## src/common/armCore_macros.svh

```systemverilog
`ifndef ARMCORE_MACROS_SVH
`define ARMCORE_MACROS_SVH

// Datapath word width
`define DATA_WIDTH 32

// Architectural register count, r0 to r15
`define REG_COUNT 16

// Register index width
`define REG_ADDR_WIDTH 4

`endif

```

## src/common/armCorePkg.sv

```systemverilog
package armCorePkg;

  // Data-processing encoding
  typedef struct packed {
    logic [3:0]  cond;
    logic [1:0]  zeroes;
    logic        immFlag;
    logic [3:0]  opcode;
    logic        setFlags;
    logic [3:0]  rn;
    logic [3:0]  rd;
    logic [11:0] operand2;
  } dataProcFields;

  // Multiply encoding, marker field is 1001
  typedef struct packed {
    logic [3:0] cond;
    logic [5:0] zeroes;
    logic       accumulate;
    logic       setFlags;
    logic [3:0] rd;
    logic [3:0] rn;
    logic [3:0] rs;
    logic [3:0] marker;
    logic [3:0] rm;
  } multFields;

  typedef union packed {
    dataProcFields dataProc;
    multFields     mult;
  } instrWord;

  typedef enum logic [3:0] {
    opAnd = 4'd0,
    opEor = 4'd1,
    opSub = 4'd2,
    opRsb = 4'd3,
    opAdd = 4'd4,
    opCmp = 4'd10,
    opOrr = 4'd12,
    opMov = 4'd13,
    opMvn = 4'd15
  } aluOp;

  typedef enum logic [1:0] {
    shiftLsl = 2'd0,
    shiftLsr = 2'd1,
    shiftAsr = 2'd2,
    shiftRor = 2'd3
  } shiftType;

  typedef struct packed {
    logic n;
    logic z;
    logic c;
    logic v;
  } flagSet;

endpackage

```

## src/common/decodeBus.sv

```systemverilog
`timescale 1ns/100ps
`include "armCore_macros.svh"

interface decodeBus;

  logic                       valid;
  logic                       isMult;
  logic                       accumulate;
  armCorePkg::aluOp           op;
  logic                       setFlags;
  logic [`REG_ADDR_WIDTH-1:0] srcA;
  logic [`REG_ADDR_WIDTH-1:0] srcB;
  logic [`REG_ADDR_WIDTH-1:0] srcS;
  logic                       useImm;
  logic [`DATA_WIDTH-1:0]     immValue;
  logic                       immCarry;
  armCorePkg::shiftType       shiftKind;
  logic [4:0]                 shiftAmount;
  logic [`REG_ADDR_WIDTH-1:0] destReg;
  logic                       writesDest;
  // Handed back by the result stage, empties decode
  logic                       take;

  modport decoder (output valid, isMult, accumulate, op, setFlags, srcA, srcB, srcS,
                   useImm, immValue, immCarry, shiftKind, shiftAmount, destReg, writesDest);

  modport execute (input isMult, accumulate, op, useImm, immValue, immCarry,
                   shiftKind, shiftAmount);

  modport result (input valid, setFlags, destReg, writesDest, output take);

endinterface

```

## src/decode/instrDecoder.sv

```systemverilog
`timescale 1ns/100ps
`include "armCore_macros.svh"

module instrDecoder (
  input  logic                 clk,
  input  logic                 reset,
  input  logic                 inReq,
  output logic                 inAck,
  input  armCorePkg::instrWord instruction,
  input  logic                 carryFlag,
  input  logic                 take,
  decodeBus.decoder            bus
);

  armCorePkg::instrWord     instrReg;
  logic                     validReg;
  logic                     capture;
  logic                     isMult;
  armCorePkg::aluOp         decodedOp;
  logic [4:0]               rotAmount;
  logic [`DATA_WIDTH-1:0]   immBase;
  logic [2*`DATA_WIDTH-1:0] rotWide;

  // Slot may refill on the edge the current item leaves
  assign capture = inReq && !inAck && (!validReg || take);

  always_ff @(posedge clk) begin
    if (reset) begin
      inAck    <= 1'b0;
      validReg <= 1'b0;
    end else begin
      if (capture) begin
        inAck <= 1'b1;
      end else if (!inReq) begin
        inAck <= 1'b0;
      end
      if (capture) begin
        validReg <= 1'b1;
      end else if (take) begin
        validReg <= 1'b0;
      end
    end
  end

  always_ff @(posedge clk) begin
    if (capture) begin
      instrReg <= instruction;
    end
  end

  // Multiply has bits 27:22 clear and 1001 in bits 7:4
  assign isMult = (instrReg.mult.zeroes == '0) && (instrReg.mult.marker == 4'b1001);

  always_comb begin
    case (instrReg.dataProc.opcode)
      4'd0:    decodedOp = armCorePkg::opAnd;
      4'd1:    decodedOp = armCorePkg::opEor;
      4'd2:    decodedOp = armCorePkg::opSub;
      4'd3:    decodedOp = armCorePkg::opRsb;
      4'd4:    decodedOp = armCorePkg::opAdd;
      4'd10:   decodedOp = armCorePkg::opCmp;
      4'd12:   decodedOp = armCorePkg::opOrr;
      4'd15:   decodedOp = armCorePkg::opMvn;
      default: decodedOp = armCorePkg::opMov;
    endcase
  end

  // Rotate right by twice the 4-bit field
  assign rotAmount = {instrReg.dataProc.operand2[11:8], 1'b0};
  assign immBase   = {{(`DATA_WIDTH-8){1'b0}}, instrReg.dataProc.operand2[7:0]};
  assign rotWide   = {immBase, immBase} >> rotAmount;

  assign bus.valid       = validReg;
  assign bus.isMult      = isMult;
  assign bus.accumulate  = isMult && instrReg.mult.accumulate;
  assign bus.op          = decodedOp;
  // The S bit and rm sit at the same bits in both views
  assign bus.setFlags    = instrReg.dataProc.setFlags;
  // Multiply reads rn as accumulator, rm and rs as factors
  assign bus.srcA        = isMult ? instrReg.mult.rn : instrReg.dataProc.rn;
  assign bus.srcB        = instrReg.dataProc.operand2[3:0];
  assign bus.srcS        = instrReg.mult.rs;
  assign bus.useImm      = !isMult && instrReg.dataProc.immFlag;
  assign bus.immValue    = rotWide[`DATA_WIDTH-1:0];
  assign bus.immCarry    = (rotAmount == '0) ? carryFlag : rotWide[`DATA_WIDTH-1];
  assign bus.shiftKind   = armCorePkg::shiftType'(instrReg.dataProc.operand2[6:5]);
  assign bus.shiftAmount = instrReg.dataProc.operand2[11:7];
  assign bus.destReg     = isMult ? instrReg.mult.rd : instrReg.dataProc.rd;
  assign bus.writesDest  = isMult || (decodedOp != armCorePkg::opCmp);

endmodule

```

## src/source/regFile.sv

```systemverilog
`timescale 1ns/100ps
`include "armCore_macros.svh"

module regFile (
  input  logic                       clk,
  input  logic                       reset,
  input  logic [`REG_ADDR_WIDTH-1:0] readAddrA,
  input  logic [`REG_ADDR_WIDTH-1:0] readAddrB,
  input  logic [`REG_ADDR_WIDTH-1:0] readAddrS,
  output logic [`DATA_WIDTH-1:0]     readDataA,
  output logic [`DATA_WIDTH-1:0]     readDataB,
  output logic [`DATA_WIDTH-1:0]     readDataS,
  input  logic                       writeEnable,
  input  logic [`REG_ADDR_WIDTH-1:0] writeAddr,
  input  logic [`DATA_WIDTH-1:0]     writeData
);

  logic [`DATA_WIDTH-1:0] regs [`REG_COUNT];

  // Architectural state starts from zero
  always_ff @(posedge clk) begin
    if (reset) begin
      for (int i = 0; i < `REG_COUNT; i++) begin
        regs[i] <= '0;
      end
    end else if (writeEnable) begin
      regs[writeAddr] <= writeData;
    end
  end

  // No bypass, operands are read a cycle after the write
  assign readDataA = regs[readAddrA];
  assign readDataB = regs[readAddrB];
  assign readDataS = regs[readAddrS];

endmodule

```

## src/execute/aluShifter.sv

```systemverilog
`timescale 1ns/100ps
`include "armCore_macros.svh"

module aluShifter (
  decodeBus.execute              bus,
  input  logic [`DATA_WIDTH-1:0] operandA,
  input  logic [`DATA_WIDTH-1:0] operandB,
  input  logic [`DATA_WIDTH-1:0] operandS,
  input  armCorePkg::flagSet     flagsIn,
  output logic [`DATA_WIDTH-1:0] result,
  output armCorePkg::flagSet     flagsNext
);

  logic [`DATA_WIDTH-1:0]   shifted;
  logic                     shiftCarry;
  logic [2*`DATA_WIDTH-1:0] rorWide;
  logic [`DATA_WIDTH-1:0]   operand2;
  logic                     op2Carry;
  logic [`DATA_WIDTH-1:0]   addX;
  logic [`DATA_WIDTH-1:0]   addY;
  logic                     addCin;
  logic [`DATA_WIDTH:0]     sum;
  logic                     overflow;
  logic                     isArith;
  logic [`DATA_WIDTH-1:0]   aluResult;
  logic [`DATA_WIDTH-1:0]   mulResult;

  assign rorWide = {operandB, operandB} >> bus.shiftAmount;

  // Barrel shifter, amount zero passes through with carry kept
  always_comb begin
    shifted    = operandB;
    shiftCarry = flagsIn.c;
    if (bus.shiftAmount != '0) begin
      case (bus.shiftKind)
        armCorePkg::shiftLsl: {shiftCarry, shifted} = {1'b0, operandB} << bus.shiftAmount;
        armCorePkg::shiftLsr: {shifted, shiftCarry} = {operandB, 1'b0} >> bus.shiftAmount;
        armCorePkg::shiftAsr: begin
          {shifted, shiftCarry} = $signed({operandB, 1'b0}) >>> bus.shiftAmount;
        end
        default: begin
          shifted    = rorWide[`DATA_WIDTH-1:0];
          shiftCarry = rorWide[`DATA_WIDTH-1];
        end
      endcase
    end
  end

  assign operand2 = bus.useImm ? bus.immValue : shifted;
  assign op2Carry = bus.useImm ? bus.immCarry : shiftCarry;

  // Subtraction as A + ~B + 1, RSB swaps the sides
  always_comb begin
    addX   = operandA;
    addY   = ~operand2;
    addCin = 1'b1;
    case (bus.op)
      armCorePkg::opRsb: begin
        addX = operand2;
        addY = ~operandA;
      end
      armCorePkg::opAdd: begin
        addY   = operand2;
        addCin = 1'b0;
      end
      default: ;
    endcase
  end

  assign sum      = {1'b0, addX} + {1'b0, addY} + addCin;
  assign overflow = (addX[`DATA_WIDTH-1] == addY[`DATA_WIDTH-1]) &&
                    (sum[`DATA_WIDTH-1] != addX[`DATA_WIDTH-1]);
  assign isArith  = (bus.op == armCorePkg::opSub) || (bus.op == armCorePkg::opRsb) ||
                    (bus.op == armCorePkg::opAdd) || (bus.op == armCorePkg::opCmp);

  always_comb begin
    case (bus.op)
      armCorePkg::opAnd: aluResult = operandA & operand2;
      armCorePkg::opEor: aluResult = operandA ^ operand2;
      armCorePkg::opOrr: aluResult = operandA | operand2;
      armCorePkg::opMvn: aluResult = ~operand2;
      armCorePkg::opSub,
      armCorePkg::opRsb,
      armCorePkg::opAdd,
      armCorePkg::opCmp: aluResult = sum[`DATA_WIDTH-1:0];
      default:           aluResult = operand2;
    endcase
  end

  // Low word only
  assign mulResult = operandB * operandS + (bus.accumulate ? operandA : '0);

  assign result = bus.isMult ? mulResult : aluResult;

  always_comb begin
    flagsNext.n = result[`DATA_WIDTH-1];
    flagsNext.z = (result == '0);
    if (bus.isMult) begin
      flagsNext.c = flagsIn.c;
      flagsNext.v = flagsIn.v;
    end else begin
      flagsNext.c = isArith ? sum[`DATA_WIDTH] : op2Carry;
      flagsNext.v = isArith ? overflow : flagsIn.v;
    end
  end

endmodule

```

## src/source/resultStage.sv

```systemverilog
`timescale 1ns/100ps
`include "armCore_macros.svh"

module resultStage (
  input  logic                       clk,
  input  logic                       reset,
  decodeBus.result                   bus,
  input  logic [`DATA_WIDTH-1:0]     result,
  input  armCorePkg::flagSet         flagsNext,
  output armCorePkg::flagSet         flags,
  output logic                       writeEnable,
  output logic [`REG_ADDR_WIDTH-1:0] writeAddr,
  output logic [`DATA_WIDTH-1:0]     writeData,
  output logic                       outReq,
  input  logic                       outAck,
  output logic [`DATA_WIDTH-1:0]     resultValue,
  output logic [`REG_ADDR_WIDTH-1:0] resultReg,
  output logic                       resultWritten
);

  logic slotBusy;
  logic slotFree;

  // Slot frees once the consumer has dropped its ack
  assign slotFree = !slotBusy || (!outReq && !outAck);
  assign bus.take = bus.valid && slotFree;

  // Register file written on the capture edge
  assign writeEnable = bus.take && bus.writesDest;
  assign writeAddr   = bus.destReg;
  assign writeData   = result;

  always_ff @(posedge clk) begin
    if (reset) begin
      slotBusy <= 1'b0;
      outReq   <= 1'b0;
      flags    <= '0;
    end else begin
      if (bus.take) begin
        slotBusy <= 1'b1;
        outReq   <= 1'b1;
      end else begin
        if (outReq && outAck) begin
          outReq <= 1'b0;
        end
        if (slotBusy && !outReq && !outAck) begin
          slotBusy <= 1'b0;
        end
      end
      if (bus.take && bus.setFlags) begin
        flags <= flagsNext;
      end
    end
  end

  // Held stable for the consumer while outReq is up
  always_ff @(posedge clk) begin
    if (bus.take) begin
      resultValue   <= result;
      resultReg     <= bus.destReg;
      resultWritten <= bus.writesDest;
    end
  end

endmodule

```

## src/source/armDatapath.sv

```systemverilog
`timescale 1ns/100ps
`include "armCore_macros.svh"

module armDatapath (
  input  logic                       clk,
  input  logic                       reset,
  input  logic                       inReq,
  output logic                       inAck,
  input  logic [`DATA_WIDTH-1:0]     instruction,
  output logic                       outReq,
  input  logic                       outAck,
  output logic [`DATA_WIDTH-1:0]     resultValue,
  output logic [`REG_ADDR_WIDTH-1:0] resultReg,
  output logic                       resultWritten,
  output logic [3:0]                 flags
);

  logic [`DATA_WIDTH-1:0]     readDataA;
  logic [`DATA_WIDTH-1:0]     readDataB;
  logic [`DATA_WIDTH-1:0]     readDataS;
  logic [`DATA_WIDTH-1:0]     execResult;
  armCorePkg::flagSet         flagsNext;
  armCorePkg::flagSet         flagState;
  logic                       writeEnable;
  logic [`REG_ADDR_WIDTH-1:0] writeAddr;
  logic [`DATA_WIDTH-1:0]     writeData;

  decodeBus bus ();

  instrDecoder decoder (
    .clk         (clk),
    .reset       (reset),
    .inReq       (inReq),
    .inAck       (inAck),
    .instruction (instruction),
    .carryFlag   (flagState.c),
    .take        (bus.take),
    .bus         (bus.decoder)
  );

  regFile rf (
    .clk         (clk),
    .reset       (reset),
    .readAddrA   (bus.srcA),
    .readAddrB   (bus.srcB),
    .readAddrS   (bus.srcS),
    .readDataA   (readDataA),
    .readDataB   (readDataB),
    .readDataS   (readDataS),
    .writeEnable (writeEnable),
    .writeAddr   (writeAddr),
    .writeData   (writeData)
  );

  aluShifter execute (
    .bus       (bus.execute),
    .operandA  (readDataA),
    .operandB  (readDataB),
    .operandS  (readDataS),
    .flagsIn   (flagState),
    .result    (execResult),
    .flagsNext (flagsNext)
  );

  resultStage writeback (
    .clk           (clk),
    .reset         (reset),
    .bus           (bus.result),
    .result        (execResult),
    .flagsNext     (flagsNext),
    .flags         (flagState),
    .writeEnable   (writeEnable),
    .writeAddr     (writeAddr),
    .writeData     (writeData),
    .outReq        (outReq),
    .outAck        (outAck),
    .resultValue   (resultValue),
    .resultReg     (resultReg),
    .resultWritten (resultWritten)
  );

  // NZCV from the flag register
  assign flags = flagState;

endmodule

```

## config.mk

```make
export PLATFORM = sky130hd
export DESIGN_NAME = armDatapath
export DESIGN_NICKNAME = d
export VERILOG_FILES = /design/src/common/armCorePkg.sv /design/src/common/decodeBus.sv /design/src/decode/instrDecoder.sv /design/src/source/regFile.sv /design/src/execute/aluShifter.sv /design/src/source/resultStage.sv /design/src/source/armDatapath.sv
export VERILOG_INCLUDE_DIRS = /design/src /design/src/common
export SDC_FILE = /design/constraint.sdc
export NUM_CORES = 2
export LEC_CHECK = 0
export ABC_CLOCK_PERIOD_IN_PS = 18800
export BUFFER_PORTS_ARGS = -buffer_cell sky130_fd_sc_hd__buf_2
export CAP_MARGIN = 20
export CORE_MARGIN = 2
export CORE_UTILIZATION = 45
export CTS_BUF_LIST = sky130_fd_sc_hd__clkbuf_4 sky130_fd_sc_hd__clkbuf_8
export DETAILED_ROUTE_END_ITERATION = 10
export PLACE_DENSITY = 0.71
export SLEW_MARGIN = 20
export SYNTH_ARGS = -nofsm -noshare
export SYNTH_HDL_FRONTEND = slang
export SYNTH_SLANG_ARGS = --single-unit
export TNS_END_PERCENT = 50
```

## constraint.sdc

```tcl
create_clock -name clk -period 18.8 [get_ports clk]
set_input_delay 0 -clock clk [delete_from_list [all_inputs] [get_ports clk]]
set_output_delay 0 -clock clk [all_outputs]
set_load 0.03 [all_outputs]
```

## Yosys cells after proc, flatten, opt, wreduce, memory -nomap -nowiden

Memory sizes are Yosys's and may differ from the RTL's. A register that Yosys moved wholly into a read port is not among the register bits.
Cells that the tools add are included.

| storage, ports and cells | value |
|---|---|
| word-level logic and storage cells | 118 |
| memories | 2 |
| input port bits | 36 |
| output and inout port bits | 43 |
| register bits after elaboration | 73 |
| bits in writable memories | 512 |
| bits in read-only memories | 64 |

| operators by class | value |
|---|---|
| eq/ne operators | 15 |
| shift-type cells | 5 |
| multiplexer cells | 35 |
| bitwise operators | 6 |
| add/sub/neg operators | 3 |
| $mul | 1 |
| reduce and logical (&&, ||, !) cells | 39 |

Memories:

| name | depth | width | rd ports | clocked after Yosys merged registers in | wr ports | RTL line | source |
|---|---|---|---|---|---|---|---|
| rf.regs | 16 | 32 | 3 | 2 | 16 | regFile.sv:18 | `` logic [`DATA_WIDTH-1:0] regs [`REG_COUNT]; `` |
| (name not given) | 16 | 4 | 1 | 1 | 0 | instrDecoder.sv:55 | `case (instrReg.dataProc.opcode)` |

Operators by type and width:

| kind | number |
|---|---|
| 32-bit two-way mux | 6 |
| 32-bit case mux with 5 select lines | 1 |
| 32-bit case mux with 3 select lines | 1 |
| 32-bit inverter | 2 |
| 32-bit case mux with 2 select lines | 1 |
| 64-bit by 5-bit right shift with 32-bit output | 1 |
| 40-bit by 5-bit right shift with 32-bit output | 1 |
| 32-bit by 32-bit adder with 33-bit output | 1 |
| 33-bit by 1-bit adder with 33-bit output | 1 |
| 32-bit by 5-bit << shifter with 33-bit output | 1 |
| 33-bit by 5-bit right shift with 33-bit output | 1 |
| 33-bit by 5-bit >>> shifter with 33-bit output | 1 |
| 32-bit adder | 1 |
| 32-bit AND | 1 |
| 32-bit zero test | 1 |
| 32-bit by 32-bit multiplier with 32-bit output | 1 |
| 32-bit bitwise OR | 1 |
| 32-bit OR reduction | 1 |
| 32-bit XOR | 1 |
| 4-bit two-way mux | 6 |
| 1-bit two-way mux | 19 |
| 4-bit equality test (second input constant) | 4 |
| 1-bit logical AND | 13 |
| 4-bit by 2-bit equality test with 1-bit output (second input constant) | 2 |
| other kinds (23) | 35 |

## Depth between registers and ports, before layout

| logic depth | value |
|---|---|
| depth after elaboration | 12 |
| mapped depth | 46 |
| depth with buffers taken out | 41 |

## Cells and area by module

Synthesis repeated with hierarchy kept, for this count alone.

| unflattened totals | value |
|---|---|
| cells, all modules | 5767 |
| area, all modules | 62104.6 µm² |

Modules (own cells, without submodules):

| module | area an instance (µm²) | instances | cells each | seq. area each (µm²) |
|---|---|---|---|---|
| regFile | 30275.3 | 1 | 1958 | 15374.7 |
| aluShifter | 28139.5 | 1 | 3521 | 0.0 |
| instrDecoder | 2031.9 | 1 | 186 | 960.9 |
| resultStage | 1657.8 | 1 | 102 | 1231.2 |

## Least setup slack after synthesis

Ideal clock, no wire load.

| timing | value |
|---|---|
| kind | reg-to-reg |
| start point | reg decoder.instrReg[7] (netlist bit) |
| end point | mem rf.regs[10][30] (netlist bit) (data pin) |
| data required time | 18.534 ns |
| library setup time | 0.266 ns |
| stages on the path, launching flop included | 45 |
| arrival | 11.164 ns |
| path slack | 7.370 ns |
| clock period less this slack | 11.430 ns |
| path buffers | 7 |
| cell sequence | edfxtp_1 > buf_2 > inv_1 > nor4b_1 > nand3_1 > clkbuf_1 > mux2i_1 > buf_1 > buf_1 > buf_1 > mux4_2 > a211oi_1 > a21oi_1 > inv_1 > nor2_1 > fa_1 > fa_1 > fa_1 > (+9 left out) > ha_1 > clkbuf_1 > a21o_1 > a21o_1 > a21o_1 > a21o_1 > a21oi_1 > nand2_1 > o221ai_1 > nor2b_1 > o21ai_0 > nand2b_1 > and4b_1 > a31oi_1 > o221ai_1 > nor2_1 > clkbuf_1 > nor2_1 |

RTL lines:

| what | RTL line | source |
|---|---|---|
| start: declaration | instrDecoder.sv:15 | `armCorePkg::instrWord instrReg;` |
| start signal: assignment | instrDecoder.sv:47 | `instrReg <= instruction;` |
| end: declaration | regFile.sv:18 |  |

## Worst setup path after layout

| timing | value |
|---|---|
| start point | reg decoder.instrReg[7] (netlist bit) |
| end point | reg, netlist name writeback.flags[2] |

| between the ends | value |
|---|---|
| cells in the longest elaborated chain, start to end | 12 |
| elaborated cells between the ends (all ways) | 30 |
| those cells by class | 3 x add/sub; 1 x eq/ne; 5 x shift; 9 x mux; 5 x bitwise; 6 x reduce/logical; 1 x memory |

RTL lines:

| what | RTL line | source |
|---|---|---|
| parallel branches: the longest is 10 deep, another holds 32-bit by 32-bit adder with 33-bit output | - |  |
| 32-bit two-way mux (*) | aluShifter.sv:93 | `assign result = bus.isMult ? mulResult : aluResult;` |
| named net execResult[31] | armDatapath.sv:21 | `` logic [`DATA_WIDTH-1:0] execResult; `` |
| 32-bit zero test (*) | aluShifter.sv:97 | `flagsNext.z = (result == '0);` |

Mark *: on every way through the listed nets, which the timed path passes.
A chain may end at the register's enable or synchronous reset.

==> flow_metrics.py <==
metrics = {
    "timing": {
        "post-route-period-util_pct": 75.0,
        "finalSetupViolCount": 0,
        "max_freq_mhz": 71.0,
        "slew_headroom_pct": 11.5,
        "fin_crit_ns": 14.09,
        "fin_skew_ns": 0.112,
        "tightestPinTransition_ns": 1.33,
        "setup_tns_ns": 0,
        "rsz0062_at_grt": "no",
        "finalMaxSlewViolations": 0,
        "hold_viol": 0,
    },
    "critical_path": {
        "path_max_fanout": 77,
        "crit_path_frequent_cell": "inv_1",
        "crit_slowest_cell": "a21oi_1",
        "arrival_ns": 14.87,
        "startpoint_type": "flop",
        "critPathCaptureType": "flop",
        "worstSetupPathType": "flop to flop",
        "worstPathRequired_ns": 19.58,
        "critical-path-max-stage-delay_ns": 0.74,
    },
    "floorplanning": {
        "core-area_um2": 138000,
        "die_area_um2": 142000,
        "io_pins": 79,
        "die-height_um": 377,
        "fp.dieW_um": 377,
        "core.rowCount": 136,
        "initial_core_util_pct": 45.5,
    },
    "clock_network": {
        "clk_latency_ns": 0.91,
        "root_buffer": "clkbuf_8",
        "cts_tree": "yes",
        "cts_setup_buffers": 0,
        "cts.htree.levels": 3,
        "cts_hold_buf": 61,
        "cts.clk_slew.worst_paths_ns": 0.07,
        "clockBufferDepth": 3,
        "cts.sinks": 597,
        "post_cts_resized": 0,
        "cts_buffers": 102,
    },
    "routing": {
        "num_vias": 56100,
        "drt_pass1_iterations": 9,
        "wl_per_cell_um": 34.6,
        "first_iter_violations": 8318,
        "drt-total-wl_um": 282000,
        "ant_nets": 0,
        "vias_per_cell": 6.90,
        "drc": 0,
    },
    "outcome": {
        "outcome": "finished clean",
    },
    "global_route": {
        "antenna_found_initial": 20,
        "grt_pass1_wl_um": 400000,
        "grt_max_degree": 100,
        "grt_pass1_vias": 55300,
        "gr-usage-all-layers_pct": 39.4,
        "grt-ovfl-total": 0,
    },
    "synth": {
        "synth_most_common_cell": "nor2_1",
        "avgSynthCellArea_um2": 10.0,
        "ys_warn_count": 0,
        "ys_async_sr_fraction_pct": 0,
        "synth_seq_cells": 597,
        "synth.area.top_cells": "edfxtp_1 (28%), fa_1 (14%), mux4_2 (12%)",
        "yosys_most_used_dff": "edfxtp_1",
        "yosysTopAreaCell": "edfxtp_1",
        "synth_xor_area_share_pct": 1.56,
        "netlist_area_um2": 62700,
        "synth_edf_count": 577,
        "synthDominantCellAreaShare_pct": 27.6,
        "synth_nets": 6966,
        "synth_top_family_by_area": "multiplexers",
        "synthCells": 6271,
        "ys_types": 106,
        "synthMuxAreaShare_pct": 19.2,
        "ys_seq_area_share_pct": 28.3,
        "synth_fa_ha_area_share_pct": 18.4,
        "synth-simple-area-share_pct": 14.1,
        "synthTopCellsByCount": "nor2_1 (1,079), inv_1 (593), edfxtp_1 (577)",
        "synth_compound_area_share_pct": 11.6,
    },
    "min_path": {
        "hold_class": "input port to flop",
    },
    "placed_design": {
        "port_buffers": 74,
        "dpl.hpwl_um": 193000,
        "place_congestion": 1.08,
    },
    "finish": {
        "area_delta_synth_final_pct": 8.86,
        "nNetsFinal": 6942,
        "drive_above_1_share_pct": 16.8,
    },
    "job": {
        "maxCapViolCount": 0,
    },
}
[per-stage QoR]
step | setup slack (ns) | cell area, um^2 | std cells | hold WS (ns) | util (%)
2_1_floorplan | 7.37 | 62700 | 6271 | 0.0989 | -
3_3_place_gp | 5.07 | 65400 | 7871 | 0.176 | 47.4
3_5_place_dp | 4.96 | 65400 | 7873 | 0.179 | 47.5
4_1_cts | 4.94 | 68200 | 8125 | 0.00475 | 49.5
5_1_grt | 4.10 | 68200 | 8131 | 0.0636 | 49.5
6_report | 4.71 | 68300 | 8139 | 0.0911 | 49.5
[path summary, 6_finish.rpt]
| path | cells after the start | start | slack [ns] | endpoint |
|---|---|---|---|---|
| hold reg to reg | 2 | writeback.flags[0]$_SDFFE_PP0P_ | 0.47 | writeback.flags[0]$_SDFFE_PP0P_ |
| hold / removal | 5 | outAck | 0.09 | writeback.slotBusy$_SDFFE_PP0P_ |
| setup reg to reg | 40 | decoder.instrReg[7]$_DFFE_PP_ | 4.71 | writeback.flags[2]$_SDFFE_PP0P_ |
| setup / recovery | 40 | decoder.instrReg[7]$_DFFE_PP_ | 4.71 | writeback.flags[2]$_SDFFE_PP0P_ |
[cells in the final DEF (no fill, tap or decap), drive strengths merged, types with 64 or more instances in the layout]
master and count:
mux2 71, a211oi 69, edfxtp 577, nor2b 73
nand3 112, o21ai 202, fa 440, clkbuf 138
nand2b 135, nand2 344, nor2 1079, xnor2 88
o22ai 107, mux4 333, inv 600, a21oi 189
buf 289, a22oi 103, ha 219, mux2i 371
o211ai 64
[worst max-delay path: cells and delay by family (launching register included)]
kind | cells | cell delay [ns]
and+or+nand+nor | 6 | 1.81
muxes | 2 | 0.64
xor gates and xnor gates | 1 | 0.31
DFF | 1 | 0.33
AOI/OAI and AO/OA | 9 | 3.35
adders and majority gates | 9 | 4.37
buffers and inverters | 13 | 3.04
[registers in the layout (all words and copies together) (netlist names), named ones only]
name,cells
writeback.resultWritten,1
writeback.outReq,1
writeback.resultValue,32
rf.regs,512
decoder.bus.valid,1
writeback.flags,4
decoder.bus.op,4
decoder.instrReg,28
writeback.slotBusy,1
decoder.inAck,1
writeback.resultReg,4
[cells by family after synthesis]
logic type | after synthesis
multiplexers | 775
AND/OR/NAND/NOR | 1997
buffers and inverters | 1076
XOR/XNOR | 112
AO/OA/AOI/OAI | 1055
flip-flops | 597
adder cells (fa/ha/maj) | 659
[final cells by class]
cell class / instances / area [um^2]
clock buffer: 136 / 1670
inverter: 596 / 2240
clock inverter: 55 / 487
antenna: 11 / 27.5
timing repair buffer: 352 / 2650
sequential: 597 / 17700
fill: 12600 / 69600
tap: 1794 / 2240
multi-input combinational: 4598 / 41200
[per-layer routing]
layer / vias to the layer above / GRT usage, % / wire length [um]
met5: - / 0.515 / 168
met4: 14 / 26.8 / 23200
met3: 1290 / 15.4 / 41100
met2: 4688 / 57.8 / 119000
met1: 27800 / 47.8 / 97700
li1: 22300 / - / -
Power is not shown: default switching activity piles up to over one toggle a cycle in this logic, so the estimate is an artifact.
